**config.mk**
```make
export PLATFORM = sky130hd
export DESIGN_NAME = victim_select
export DESIGN_NICKNAME = d
export VERILOG_FILES = /design/src/design/icache_pkg.sv /design/src/design/victim_select.sv
export VERILOG_INCLUDE_DIRS = /design/src /design/src/design
export SDC_FILE = /design/constraint.sdc
export NUM_CORES = 1
export LEC_CHECK = 0
export ABC_AREA = 0
export ABC_CLOCK_PERIOD_IN_PS = 1000
export BUFFER_PORTS_ARGS = -buffer_cell sky130_fd_sc_hd__buf_2
export CAP_MARGIN = 20
export CELL_PAD_IN_SITES_DETAIL_PLACEMENT = 1
export CELL_PAD_IN_SITES_GLOBAL_PLACEMENT = 1
export CORE_AREA = 2 2 39 41
export CTS_BUF_LIST = sky130_fd_sc_hd__clkbuf_4 sky130_fd_sc_hd__clkbuf_8 sky130_fd_sc_hd__clkbuf_16
export DETAILED_ROUTE_END_ITERATION = 7
export DIE_AREA = 0 0 41 43
export GPL_ROUTABILITY_DRIVEN = 0
export GPL_TIMING_DRIVEN = 0
export PLACE_DENSITY = 0.45
export REMOVE_ABC_BUFFERS = 1
export SYNTH_ARGS = -nofsm -noshare
export SYNTH_HDL_FRONTEND = slang
export SYNTH_SLANG_ARGS = --single-unit
```
**constraint.sdc**
```tcl
create_clock -name clk_i -period 1 [get_ports clk_i]
set_input_delay 0.05 -clock clk_i [delete_from_list [all_inputs] [get_ports clk_i]]
set_output_delay 0.05 -clock clk_i [all_outputs]
set_load 0.005 [all_outputs]
```
**src/design/icache_defines.svh**
```systemverilog
/*
 * instruction cache geometry
 * four ways of sixteen sets with 128-bit lines on 32-bit physical fetch addresses
 */
`ifndef ICACHE_DEFINES_SVH
`define ICACHE_DEFINES_SVH

// associativity and depth
`define ICACHE_WAYS 4
`define ICACHE_SETS 16

// line and fetch word
`define ICACHE_LINE_W 128
`define ICACHE_FETCH_W 32

// address split, tag | index | byte offset
`define ICACHE_ADDR_W 32
`define ICACHE_OFFSET_W 4
`define ICACHE_INDEX_W 4
`define ICACHE_TAG_W 24

// upper half of the address space is i/o and never cached
`define ICACHE_NC_BIT 31

`endif

```
**src/design/icache_pkg.sv**
```systemverilog
/*
 * instruction cache types
 * vector types for addresses, tags and way masks, plus the FSM and return encodings
 */
`include "icache_defines.svh"

package icache_pkg;

  // address and its fields
  typedef logic [`ICACHE_ADDR_W-1:0]  paddr_t;
  typedef logic [`ICACHE_TAG_W-1:0]   tag_t;
  typedef logic [`ICACHE_INDEX_W-1:0] set_idx_t;
  // fetch word within a line
  typedef logic [$clog2(`ICACHE_LINE_W/`ICACHE_FETCH_W)-1:0] word_sel_t;

  // way selection, one-hot and binary
  typedef logic [`ICACHE_WAYS-1:0]         way_oh_t;
  typedef logic [$clog2(`ICACHE_WAYS)-1:0] way_idx_t;

  // payload
  typedef logic [`ICACHE_LINE_W-1:0]  line_t;
  typedef logic [`ICACHE_FETCH_W-1:0] fetch_t;

  // what arrives on the return port
  typedef enum logic {
    RTRN_IFILL = 1'b0,
    RTRN_INV   = 1'b1
  } rtrn_type_e;

  // controller FSM
  typedef enum logic [1:0] {
    FLUSH,
    IDLE,
    READ,
    MISS
  } ctrl_state_e;

endpackage

```
**src/design/victim_select.sv**
```systemverilog
/*
 * replacement choice
 * lowest invalid way, or a 4-bit galois LFSR when the set is full
 */
`include "icache_defines.svh"

module victim_select (
  input  logic                 clk_i,
  input  logic                 rst_ni,
  input  icache_pkg::way_oh_t  valid_i,
  input  logic                 fill_wr_i,
  output icache_pkg::way_idx_t victim_way_o
);

  // x^4 + x^3 + 1, maximal length
  localparam logic [3:0] LfsrTaps = 4'b1100;

  logic [3:0]           lfsr_q;
  logic                 all_valid;
  icache_pkg::way_idx_t inv_way;

  assign all_valid = &valid_i;

  // scan downwards so the lowest invalid way wins
  always_comb begin
    inv_way = '0;
    for (int w = `ICACHE_WAYS-1; w >= 0; w--) begin
      if (!valid_i[w]) begin
        inv_way = icache_pkg::way_idx_t'(w);
      end
    end
  end

  // step only on a fill into a full set
  always_ff @(posedge clk_i or negedge rst_ni) begin
    if (!rst_ni) begin
      lfsr_q <= 4'b0001;
    end else if (fill_wr_i && all_valid) begin
      lfsr_q <= {1'b0, lfsr_q[3:1]} ^ (lfsr_q[0] ? LfsrTaps : 4'b0000);
    end
  end

  assign victim_way_o = all_valid ? lfsr_q[1:0] : inv_way;

endmodule

```
==> results of run 1 <==
-- layout by cell type (no fill, tap or decap), drive strengths merged --
cell type,netlist,final
dlygate4sd3,0,1
dfrtp,3,3
o21ai,1,1
mux2,4,4
a31oi,1,1
nand2,1,1
a21boi,1,1
nand3,1,1
buf,0,10
inv,2,2
and3,1,1
dfstp,1,1
clkbuf,0,4
xor2,1,1
-- cells in the mapped netlist --
library cell	n	area share (%)
sky130_fd_sc_hd__and3_4	1	4.9
sky130_fd_sc_hd__a31oi_1	1	2.7
sky130_fd_sc_hd__o21ai_0	1	2.2
sky130_fd_sc_hd__dfrtp_1	3	33
sky130_fd_sc_hd__mux2_4	4	26
sky130_fd_sc_hd__nand3_4	1	7.7
sky130_fd_sc_hd__nand2_1	1	1.6
sky130_fd_sc_hd__dfstp_2	1	11
sky130_fd_sc_hd__inv_1	2	3.3
sky130_fd_sc_hd__a21boi_0	1	3.3
sky130_fd_sc_hd__xor2_1	1	3.8
-- per-stage QoR --
step                setup slack, ps  power, mW
floorplan                      32.5      0.177
global placement              -1.79      0.201
detailed placement            -49.5      0.204
CTS                            -189      0.476
global route                   -203      0.495
finish                         -162      0.463
-- how the worst max path moves through the flow --
stage | end | slack (ps) | cells past startpoint
floorplan | lfsr_q[2] | 30 | 2
global placement | lfsr_q[2] | -2 | 2
detailed placement | victim_way_o[0] | -50 | 3
CTS | victim_way_o[0] | -190 | 3
global route | victim_way_o[0] | -200 | 3
finish | victim_way_o[0] | -160 | 3
-- layout make-up --
cell class	instances	area, µm²	share of cell area [%]
Clock buffer	4	30.0	8.73
Multi-Input combinational cell	11	120	34.9
Tap cell	16	20.0	5.82
Sequential cell	4	101	29.5
Timing Repair Buffer	11	65.1	18.9
Inverter	2	7.51	2.18
-- critical path, cell delays in order, from the launching register on --
cell and delay (ps):
sky130_fd_sc_hd__dfstp_2 530, sky130_fd_sc_hd__o21ai_1 60, sky130_fd_sc_hd__a21boi_1 140, sky130_fd_sc_hd__buf_2 140
-- repair_timing --
item / in CTS / in global routing
hold endpoints to repair: 4 / 0
hold buffers: 1 / 0
setup buffers: 2 / 0
resized for setup: 2 / 0
endpoints found under the setup margin: 3 / 3
pin swaps: 2 / 1
-- power groups by stage --
| stage | logic, mW | registers [mW] | clock network [mW] |
|---|---|---|---|
| after floorplan | 0.0122 | 0.165 | 0 |
| after global placement | 0.0363 | 0.165 | 0 |
| after detailed placement | 0.0387 | 0.165 | 0 |
| after CTS | 0.0429 | 0.163 | 0.270 |
| after global routing | 0.0470 | 0.162 | 0.285 |
| final | 0.0416 | 0.163 | 0.259 |
-- cells by family (layout without fill, tap and decap cells) --
| kind of cell | Yosys count | in the layout | share of synthesized area, % |
|---|---|---|---|
| flops | 4 | 4 | 44.3 |
| simple gates | 3 | 3 | 14.2 |
| xor+xnor | 1 | 1 | 3.83 |
| compound gates | 3 | 3 | 8.20 |
| mux | 4 | 4 | 26.2 |
| buf+inv | 2 | 17 | 3.28 |
-- per-layer routing --
metal	wire, µm	vias to the layer above	share of wire (%)	GRT usage [%]
met3	59	4	10	4.71
met5	0	-	0	0
met4	19	0	3.3	8.00
met2	279	12	48	14.1
met1	222	81	38	9.03
li1	-	90	-	-
==> results.md, run 1 <==
- The final reports fail on negative setup slack.
- The relative max-transition margin is 90.8%.
- Summed over all layers, the routed wires come to 581 µm.
- The die covers 0.00176 mm².
- The final hold violation count is 0.
- The boundary pin count is 9.
- Setup violations remaining at the end of the flow were counted as 2.
- From synthesis to final layout, the design area changed by 50.3%.
- For the worst setup path, the data arrival time is 1110 ps.
- The floorplan has 14 rows.
- The synthesized area per cell is 13.5 µm².
- After synthesis the cells add up to 229 µm².
- The share of total power in the clock network is 55.9%.
- For the pin with the worst max-slew slack, the measured transition is 138 ps.
- The internal power is 0.362 mW.
- The number of clock sinks is 4.
- The final net count is 40.
- Counting distinct cell types in the post-synthesis netlist gives 11.
- STA classifies the critical path startpoint as a flip-flop.
- The setup slack of the worst register-to-register path is -80 ps.
- Across all setup checks in the final design, the least slack found is -162 ps.
- The routed length per placed instance is 12.1 µm.
- In this run the remaining antenna-violating nets after routing total 0.
- The max-slew violation count is 0.
- No sink is reached through more buffers than the 2 on the longest clock path.
- The analysis attributes to cell leakage a power of 0.184 nW.
- In the finished design, the share of the clock period the worst path needs comes to 116%.
- The part of the total power dissipated in sequential elements is 35.1%.
- The net switching power is 0.101 mW.
- The repair_antennas step left the layout with diodes totalling 0.
- In the final layout, the registers with the most flip-flops are lfsr_q: 4 flops.
- The number of fill cells in the layout is 164.
- The core region area is 0.00138 mm².
- The count of maximum capacitance violations is 0.
- The time the final worst path needs with I/O delays and setup is 1160 ps.
- In this run the worst hold path is classified as in -> async.
- Tracing the worst setup path back leads to its startpoint at lfsr_q[0].
- Global routing used 9.45% of the available tracks.
- The number of DRC violations after detailed-routing iteration 0 is 1.
- The die is 43 µm tall.
- The die outline width is 41 µm.
- Counting flops and latches in the post-synthesis netlist gives 4.
- The number of antenna violations at the first check in global routing was 0.
- The cell count after synthesis came out at 17.
- The first-pass GRT wire length is 986 µm.
- The share of post-route cells with drive strength above 1 is 65.6%.
- After clock tree synthesis, the clock-pin slew on the worst setup and hold paths is 50 ps.
- The maximum number of pins on one net before global-route repair is 5.
- Setup repair after global routing could not meet its margin everywhere.
- In this run the tool buffered the top-level ports with 8 buffer cells.
- The largest register by flop count is lfsr_q.
- Data on the critical path is required at its endpoint by 950 ps.
- The standard cell area after detailed placement is 289 µm².
- In this run switching power makes up 21.9% of total power.
- Adding up every negative setup slack in the final design gives -243 ps.
- Along the worst path, the maximum fanout reaches 2.
- The sequential cell area fraction in the yosys report is 44.3%.
- After the flow finishes, the layout carries non-filler instances totaling 48.
- The clock arrives with 9.55 ps of skew.
- The TritonCTS buffer count is 3.
- The type of element capturing the critical path is a primary output.
- The type of the worst setup path is reg -> out.
- Counting tap cells, the placed design contains a total of 41 instances.
- The initial core utilization is 16.5%.
- The post-route standard cell area excluding fillers is 344 µm².
- The utilization of the core after routing is 24.9%.
- The maximum vdd ir drop is 339 µV.
- Combinational logic is responsible for 9.0% of the overall power.
- Yosys printed 0 warnings.
- Clock latency on the worst-skew pair, taken at its later pin, is 250 ps.
- The first detailed-routing pass took 2 iterations.
- Summed over all layers, the global routing overflow is 0.
- The final routed DRC violation total is 0.
- The endpoint of the worst register-to-register path is lfsr_q[2].
- The cell at the root of the clock tree is sky130_fd_sc_hd__clkbuf_4.
- The total number of H-tree levels is 1.
- Static timing analysis puts the maximum clock frequency at 0.860 GHz.
- For this design the ratio of total power to cell area is 1350 mW/mm².
- The number of global-route vias before repair is 211.
- The worst register-to-register path begins at lfsr_q[0].
- The number of vias in the routed layout is 187.
- TritonCTS built the clock tree.
- The register with the most flip-flops in the layout has 4 of them.
- The worst hold slack after final layout is 133 ps.
- The detailed-route vias per instance is 3.90.
- Counting cells, the worst reg-to-reg path comes to 3.
- The run finished, with violations left.
Power figures use the tool's default switching activity.
==> inputs of run 2 (changes only) <==
- CELL_PAD_IN_SITES_GLOBAL_PLACEMENT: 1 -> 2
- PLACE_DENSITY: 0.45 -> 0.52
==> run 2 against run 1 <==
  * The flow still finishes with violations (negative setup slack)
  * Sequential share of layout area is 0.32 points lower
  * Total power is 1.5% lower
  * Clock skew is 1.8 ps lower
  * Worst setup slack better by 53 ps
  * Critical path depth stayed put
  * Highest routed layer is now met3
  * Via count is 1.1% lower
  * Hold slack better by 6.6 ps
  * Clock-buffer cell count stayed put
  * Wire length is 9.5% lower
  * Clock power is 3% lower
  * Die area stayed put
==> results.md, run 2 (same netlist as run 1, synthesis figures left out) <==
- The flow ran to the end, but the final reports show violations.
- The final reports fail on negative setup slack.
- The number of placed instances, taps included is 41 (unchanged).
- The maximum number of pins on one net before global-route repair came to 5 (unchanged).
- The number of buffers inserted by port buffering is 8 (unchanged).
- The part of the total power dissipated in sequential elements is 35.6% (+0.5 points).
- The number of DRC violations after detailed-routing iteration 0 is 0 (-1).
- The number of antenna violations at the first check in global routing was 0 (unchanged).
- The maximum buffer depth of the clock tree is 2 (unchanged).
- The share of total power in the clock network was 55.1% (-0.8 points).
- The worst clock skew is 7.71 ps (-1.84 ps).
- The post-layout instance count excluding filler cells is 48 (unchanged).
- The share of the clock period used by the worst path was 111% (-5.3 points).
- The site row count is 14 (unchanged).
- In the final layout, the registers with the most flip-flops are lfsr_q: 4 flops.
- The total inserted antenna cells is 0 (unchanged).
- The maximum fanout count along the critical path is 2 (unchanged).
- The die extent in y was 43 µm (unchanged).
- The number of global-route vias before repair is 228 (+8.1%).
- The number of clock sinks was 4 (unchanged).
- The routing usage on met3 is 0% (-4.7 points).
- The final hold violation count is 0 (unchanged).
- The global-route layer with the greatest usage is met2.
- The leftover overflow at the end of global routing came to 0 (unchanged).
- The final net count is 40 (unchanged).
- The time the final worst path needs with I/O delays and setup is 1110 ps (-52.7 ps).
- The total power is 0.457 mW (-1.5%).
- The multi-input logic area is 124 µm² (+3.1%).
- The final critical-path setup slack is -109 ps (+52.7 ps).
- The setup slack of the worst register-to-register path was -110 ps (-30 ps).
- lfsr_q holds more flip-flops than any other register.
- The number of vias in the routed layout is 185 (-1.1%).
- The data arrival time at the worst-slack endpoint is 1060 ps (-50 ps).
- The cell at the root of the clock tree is sky130_fd_sc_hd__clkbuf_4.
- The relative max-transition margin is 90.9% (+0.10 points).
- The TritonCTS buffer count is 3 (unchanged).
- The worst setup path is captured at a primary output.
- The highest clock rate is 0.901 GHz (+4.8%).
- The die outline width was 41 µm (unchanged).
- The maximum vdd ir drop was 293 µV (-14%).
- The share of post-route cells with drive strength above 1 was 68.8% (+3.1 points).
- The standard cell area after detailed placement was 289 µm² (unchanged).
- The sequential cell area in the final layout is 101 µm² (unchanged).
- The post-detailed-routing wire length is 526 µm (-9.5%).
- The source-to-sink clock delay at the later pin of the worst-skew pair is 240 ps (about the same).
- The power per unit of standard cell area is 1310 mW/mm² (-2.5%).
- The global-route met1 utilization is 10.4% (+1.3 points).
- Setup repair after global routing could not meet its margin everywhere.
- The boundary pin count is 9 (unchanged).
- The count of maximum capacitance violations is 0 (unchanged).
- The global-route total usage across every layer is 7.65% (-1.8 points).
- The switching fraction of total power was 20.7% (-1.2 points).
- The CTS tree is done.
- The total number of H-tree levels came to 1 (unchanged).
- In the layout the commonest cells are sky130_fd_sc_hd__buf_2 (8), sky130_fd_sc_hd__mux2_4 (4), sky130_fd_sc_hd__clkbuf_4 (4), sky130_fd_sc_hd__dfrtp_1 (3).
- The detailed-route vias per instance is 3.85 (-1.1%).
- The initial core utilization came to 16.5% (unchanged).
- The number of detailed-route iterations in the first pass is 1 (-1).
- The net switching power was 0.0946 mW (-6.8%).
- The post-DP HPWL is 399 µm.
- The worst hold slack after final layout was 140 ps (+6.59 ps).
- The internal power is 0.362 mW (about the same).
- The share of total power in combinational logic is 9.2% (+0.2 points).
- The slew at the pin with the worst max-slew slack is 136 ps (-1.67 ps).
- The global routing usage on met2 was 10.9% (-3.1 points).
- The layout overhead on the synthesized area is 51.9%.
- The number of nets with antenna violations after routing was 0 (unchanged).
- The number of flip-flops in the largest register was 4 (unchanged).
- The type of the worst setup path is reg -> out.
- The library cell used most frequently in the layout, excluding fill and tap cells, is sky130_fd_sc_hd__buf_2.
- The number of setup violations in the final report is 2 (unchanged).
- The path class of the tightest hold or removal check is in -> async.
- The core region area is 0.00138 mm² (unchanged).
- The utilization of the core after routing is 25.1% (+0.27 points).
- The nature of the critical path startpoint is a flip-flop.
- The die area is 0.00176 mm² (unchanged).
- The max-slew violation count is 0 (unchanged).
- The routed length per placed instance is 11.0 µm (-9.5%).
- The clock-pin transition on the worst setup and hold timing paths was 50 ps (about the same).
- The post-route standard cell area excluding fillers is 348 µm² (+1.1%).
- The first-pass GRT wire length is 917 µm (-7.0%).
- The static leakage power is 0.185 nW (+0.45%).
- The final routed DRC violation total is 0 (unchanged).
- The required time of the worst setup path was 950 ps (about the same).
- The number of fill cells in the layout was 159 (-3.0%).
run 2: cell count changes in the layout (fill, tap and decap cells not counted):
cell / delta
sky130_fd_sc_hd__o21ai_1: -1
sky130_fd_sc_hd__o21ai_2: +1
run 2: power groups by stage:
stage               sequential [mW]  clock, mW  combinational, mW
floorplan                     0.165          0             0.0122
global placement              0.165          0             0.0362
detailed placement            0.165          0             0.0378
CTS                           0.163      0.265             0.0432
global route                  0.162      0.278             0.0477
finish                        0.163      0.252             0.0421
run 2: area by class of cell:
cell class	instances	share of cell area [%]
Multi-Input combinational cell	11	35.6
Sequential cell	4	29.1
Timing Repair Buffer	11	18.7
Clock buffer	4	8.63
Tap cell	16	5.76
Inverter	2	2.16
run 2: stage by stage:
stage / setup slack (ps) / setup TNS (ps)
6_report: -109 / -215
5_1_grt: -178 / -351
4_1_cts: -127 / -239
3_5_place_dp: -20.5 / -20.5
3_3_place_gp: 3.72 / 0
2_1_floorplan: 32.5 / 0
run 2: timing repair:
| action | CTS | global route |
|---|---|---|
| setup buffers | 2 | 0 |
| resized for setup | 3 | 0 |
| endpoints found under the setup margin | 3 | 3 |
| endpoints found under the hold margin | 4 | 0 |
| hold buffers | 1 | 0 |
| pin swaps | 1 | 1 |
run 2: per-layer routing:
layer	part of all wire, %	vias up
li1	-	88
met4	0	0
met5	0	-
met1	44	88
met3	5.9	0
met2	50	9
run 2: critical path, stage by stage, from the launching register on:
cell and delay (ps):
sky130_fd_sc_hd__dfstp_2 540, sky130_fd_sc_hd__o21ai_2 50, sky130_fd_sc_hd__a21boi_1 110, sky130_fd_sc_hd__buf_2 120
run 2: final timing paths:
check                                 from         endpoint  cells after the start
worst max-delay path             lfsr_q[0]  victim_way_o[0]                      3
worst min-delay path                rst_ni        lfsr_q[2]                      2
worst max register to register   lfsr_q[0]        lfsr_q[2]                      3
worst min register to register   lfsr_q[2]        lfsr_q[1]                      1
max in group asynchronous           rst_ni        lfsr_q[0]                      2
min in group clk_i              valid_i[3]        lfsr_q[1]                      3
==> inputs of run 3 (changes only) <==
- CAP_MARGIN: 20 -> unset
- PLACE_DENSITY: 0.52 -> 0.49
==> run 3 against run 2 <==
  * Largest power group unchanged
  * The flow still finishes with violations (negative setup slack)
  * Global-route usage decreased by 0.29 points
  * Wire length decreased by 0.95%
  * Critical path type unchanged
  * Final cell count unchanged
==> results.md, run 3 (same netlist as run 1, synthesis figures left out) <==
- The run finished, with violations left.
- The checks that failed: negative setup slack.
- Setup repair after global routing could not meet its margin everywhere.
- The number of vias in the routed layout is 191 (+3.2%).
- In this run the critical register-to-register path is launched from lfsr_q[0].
- The layout overhead on the synthesized area came to 51.9% (unchanged).
- The share of total power in combinational logic is 9.2% (about the same).
- The power per unit of standard cell area came to 1330 mW/mm² (+1.3%).
- The data arrival time at the worst-slack endpoint is 1080 ps (+20 ps).
- The net switching power came to 0.100 mW (+5.7%).
- The maximum fanout count along the critical path is 2 (unchanged).
- The number of nets with antenna violations after routing is 0 (unchanged).
- The most common cell after layout, fill and taps aside is sky130_fd_sc_hd__buf_2.
- The max-slew violation count is 0 (unchanged).
- The slew at the pin with the worst max-slew slack was 125 ps (-11.6 ps).
- The number of clock sinks is 4 (unchanged).
- The site row count is 14 (unchanged).
- The share of the clock period used by the worst path came to 113% (+2.1 points).
- The clock-pin transition on the worst setup and hold timing paths is 40 ps (about the same).
- The class of the tightest hold or removal check is in -> async.
- The number of antenna violations at the first check in global routing is 0 (unchanged).
- The global-route total usage across every layer was 7.35% (-0.29 points).
- The largest register by flop count is lfsr_q.
- The number of buffers inserted by port buffering was 8 (unchanged).
- The die outline width is 41 µm (unchanged).
- The count of maximum capacitance violations was 0 (unchanged).
- The pre-CTS worst setup slack is -21.4 ps (-0.903 ps).
- The internal power is 0.362 mW (about the same).
- The first-pass GRT wire length was 814 µm (-11%).
- The TritonCTS buffer count was 3 (unchanged).
- The source-to-sink clock delay at the later pin of the worst-skew pair is 240 ps (about the same).
- The number of detailed-route iterations in the first pass is 1 (unchanged).
- The worst hold slack after final layout was 142 ps (+2.18 ps).
- The worst setup path is of the reg -> out kind.
- The boundary pin count is 9 (unchanged).
- The maximum vdd ir drop is 350 µV (+20%).
- The post-detailed-routing wire length is 521 µm (-0.95%).
- The cell family contributing the most delay on the critical path is flip-flops.
- The final routed DRC violation total was 0 (unchanged).
- The share of post-route cells with drive strength above 1 is 68.8% (unchanged).
- The relative max-transition margin came to 91.7% (+0.77 points).
- The required time of the worst setup path is 950 ps (about the same).
- Leaving out fill and tap cells, the most frequent cells in the layout are sky130_fd_sc_hd__buf_2 (8), sky130_fd_sc_hd__mux2_4 (4), sky130_fd_sc_hd__clkbuf_4 (4), sky130_fd_sc_hd__dfrtp_1 (3).
- The post-layout instance count excluding filler cells was 48 (unchanged).
- The logic depth of the worst setup path including buffers came to 3 (unchanged).
- The largest registers in the layout are lfsr_q: 4 flops.
- The final net count was 40 (unchanged).
- The number of global-route vias before repair is 193 (-15%).
- The standard cell area after detailed placement is 289 µm² (unchanged).
- The static leakage power is 0.185 nW (unchanged).
- The utilization of the core after routing is 25.1% (unchanged).
- The total inserted antenna cells is 0 (unchanged).
- The setup slack of the worst register-to-register path is -120 ps (about the same).
- The die area is 0.00176 mm² (unchanged).
- The number of setup violations in the final report is 2 (unchanged).
- The type of element capturing the critical path is a primary output.
- Walking the worst path, the cells encountered are o21ai_2, a21boi_1, buf_2.
- The final critical-path setup slack was -131 ps (-21.2 ps).
- The share of total power in the clock network is 55.6% (+0.5 points).
- The nature of the critical path startpoint is a flip-flop.
- Clock tree synthesis selected as its root buffer the cell sky130_fd_sc_hd__clkbuf_4.
- The standard cell with the maximum stage delay on the critical path is sky130_fd_sc_hd__dfstp_2.
- The number of placed instances, taps included is 41 (unchanged).
- The time the final worst path needs with I/O delays and setup came to 1130 ps (+21.2 ps).
- In this run the critical register-to-register path is captured at lfsr_q[2].
- The number of fill cells in the layout came to 166 (+4.4%).
- The die extent in y is 43 µm (unchanged).
- The number of buffers and inverters on the critical path is 1 (unchanged).
- In this run the worst setup path begins at lfsr_q[0].
- The routed length per placed instance is 10.9 µm (-0.95%).
- The core region area came to 0.00138 mm² (unchanged).
- The detailed-route vias per instance is 3.98 (+3.2%).
- The post-route standard cell area excluding fillers is 348 µm² (unchanged).
- The number of flip-flops in the largest register is 4 (unchanged).
- The total number of H-tree levels is 1 (unchanged).
- The CTS tree is done.
- The part of the total power dissipated in sequential elements is 35.2% (-0.4 points).
- The highest clock rate is 0.885 GHz (-1.9%).
- The worst stage delay on the critical path is 550 ps (about the same).
- The initial core utilization is 16.5% (unchanged).
- The worst clock skew came to 4.03 ps (-3.68 ps).
- The depth of the most critical reg-to-reg path is 3 (unchanged).
- The final hold violation count was 0 (unchanged).
- The maximum buffer depth of the clock tree is 2 (unchanged).
- The switching fraction of total power came to 21.6% (+0.91 points).
- In this run the worst setup path terminates at victim_way_o[0].
- The maximum number of pins on one net before global-route repair came to 5 (unchanged).
- The leftover overflow at the end of global routing is 0 (unchanged).
- The number of DRC violations after detailed-routing iteration 0 is 0 (unchanged).
[run 3: power by group through the flow]
stage	sequential, mW	clock [mW]	combinational [mW]
floorplan	0.165	0	0.0122
finish	0.163	0.257	0.0426
global route	0.162	0.278	0.0476
detailed placement	0.165	0	0.0384
CTS	0.163	0.267	0.0436
global placement	0.165	0	0.0361
[run 3: worst min-delay path by stage]
stage	start	end	slack, ps	cells after the start
after global routing	rst_ni	lfsr_q[2]	160	2
after floorplan	rst_ni	lfsr_q[1]	-250	0
after detailed placement	rst_ni	lfsr_q[1]	-140	1
after global placement	rst_ni	lfsr_q[1]	-140	1
after CTS	rst_ni	lfsr_q[1]	140	2
final	rst_ni	lfsr_q[1]	140	2
[run 3: through the flow]
step | setup TNS, ps | power [mW]
2_1_floorplan | 0 | 0.177
3_3_place_gp | -3.15 | 0.201
3_5_place_dp | -29.3 | 0.203
4_1_cts | -255 | 0.473
5_1_grt | -362 | 0.488
6_report | -250 | 0.462
[run 3: area by class of cell]
type	instances	area [µm²]	share of cell area (%)
Timing Repair Buffer	11	65.1	18.7
Tap cell	16	20.0	5.76
Sequential cell	4	101	29.1
Clock buffer	4	30.0	8.63
Multi-Input combinational cell	11	124	35.6
Inverter	2	7.51	2.16
[run 3: timing repair]
action | in CTS | in global routing
buffers inserted | 2 | 0
pin swaps | 1 | 1
endpoints found under the setup margin | 3 | 3
hold buffers | 1 | 0
resized for setup | 3 | 0
hold endpoints to repair | 4 | 0
[run 3: routing by layer]
layer  GRT usage (%)  vias up  share of wire [%]
li1                -       88                  -
met1            9.42       91                 46
met2            10.0       10                 45
met3            1.57        2                5.6
met4            6.00        0                3.3
met5               0        -                  0
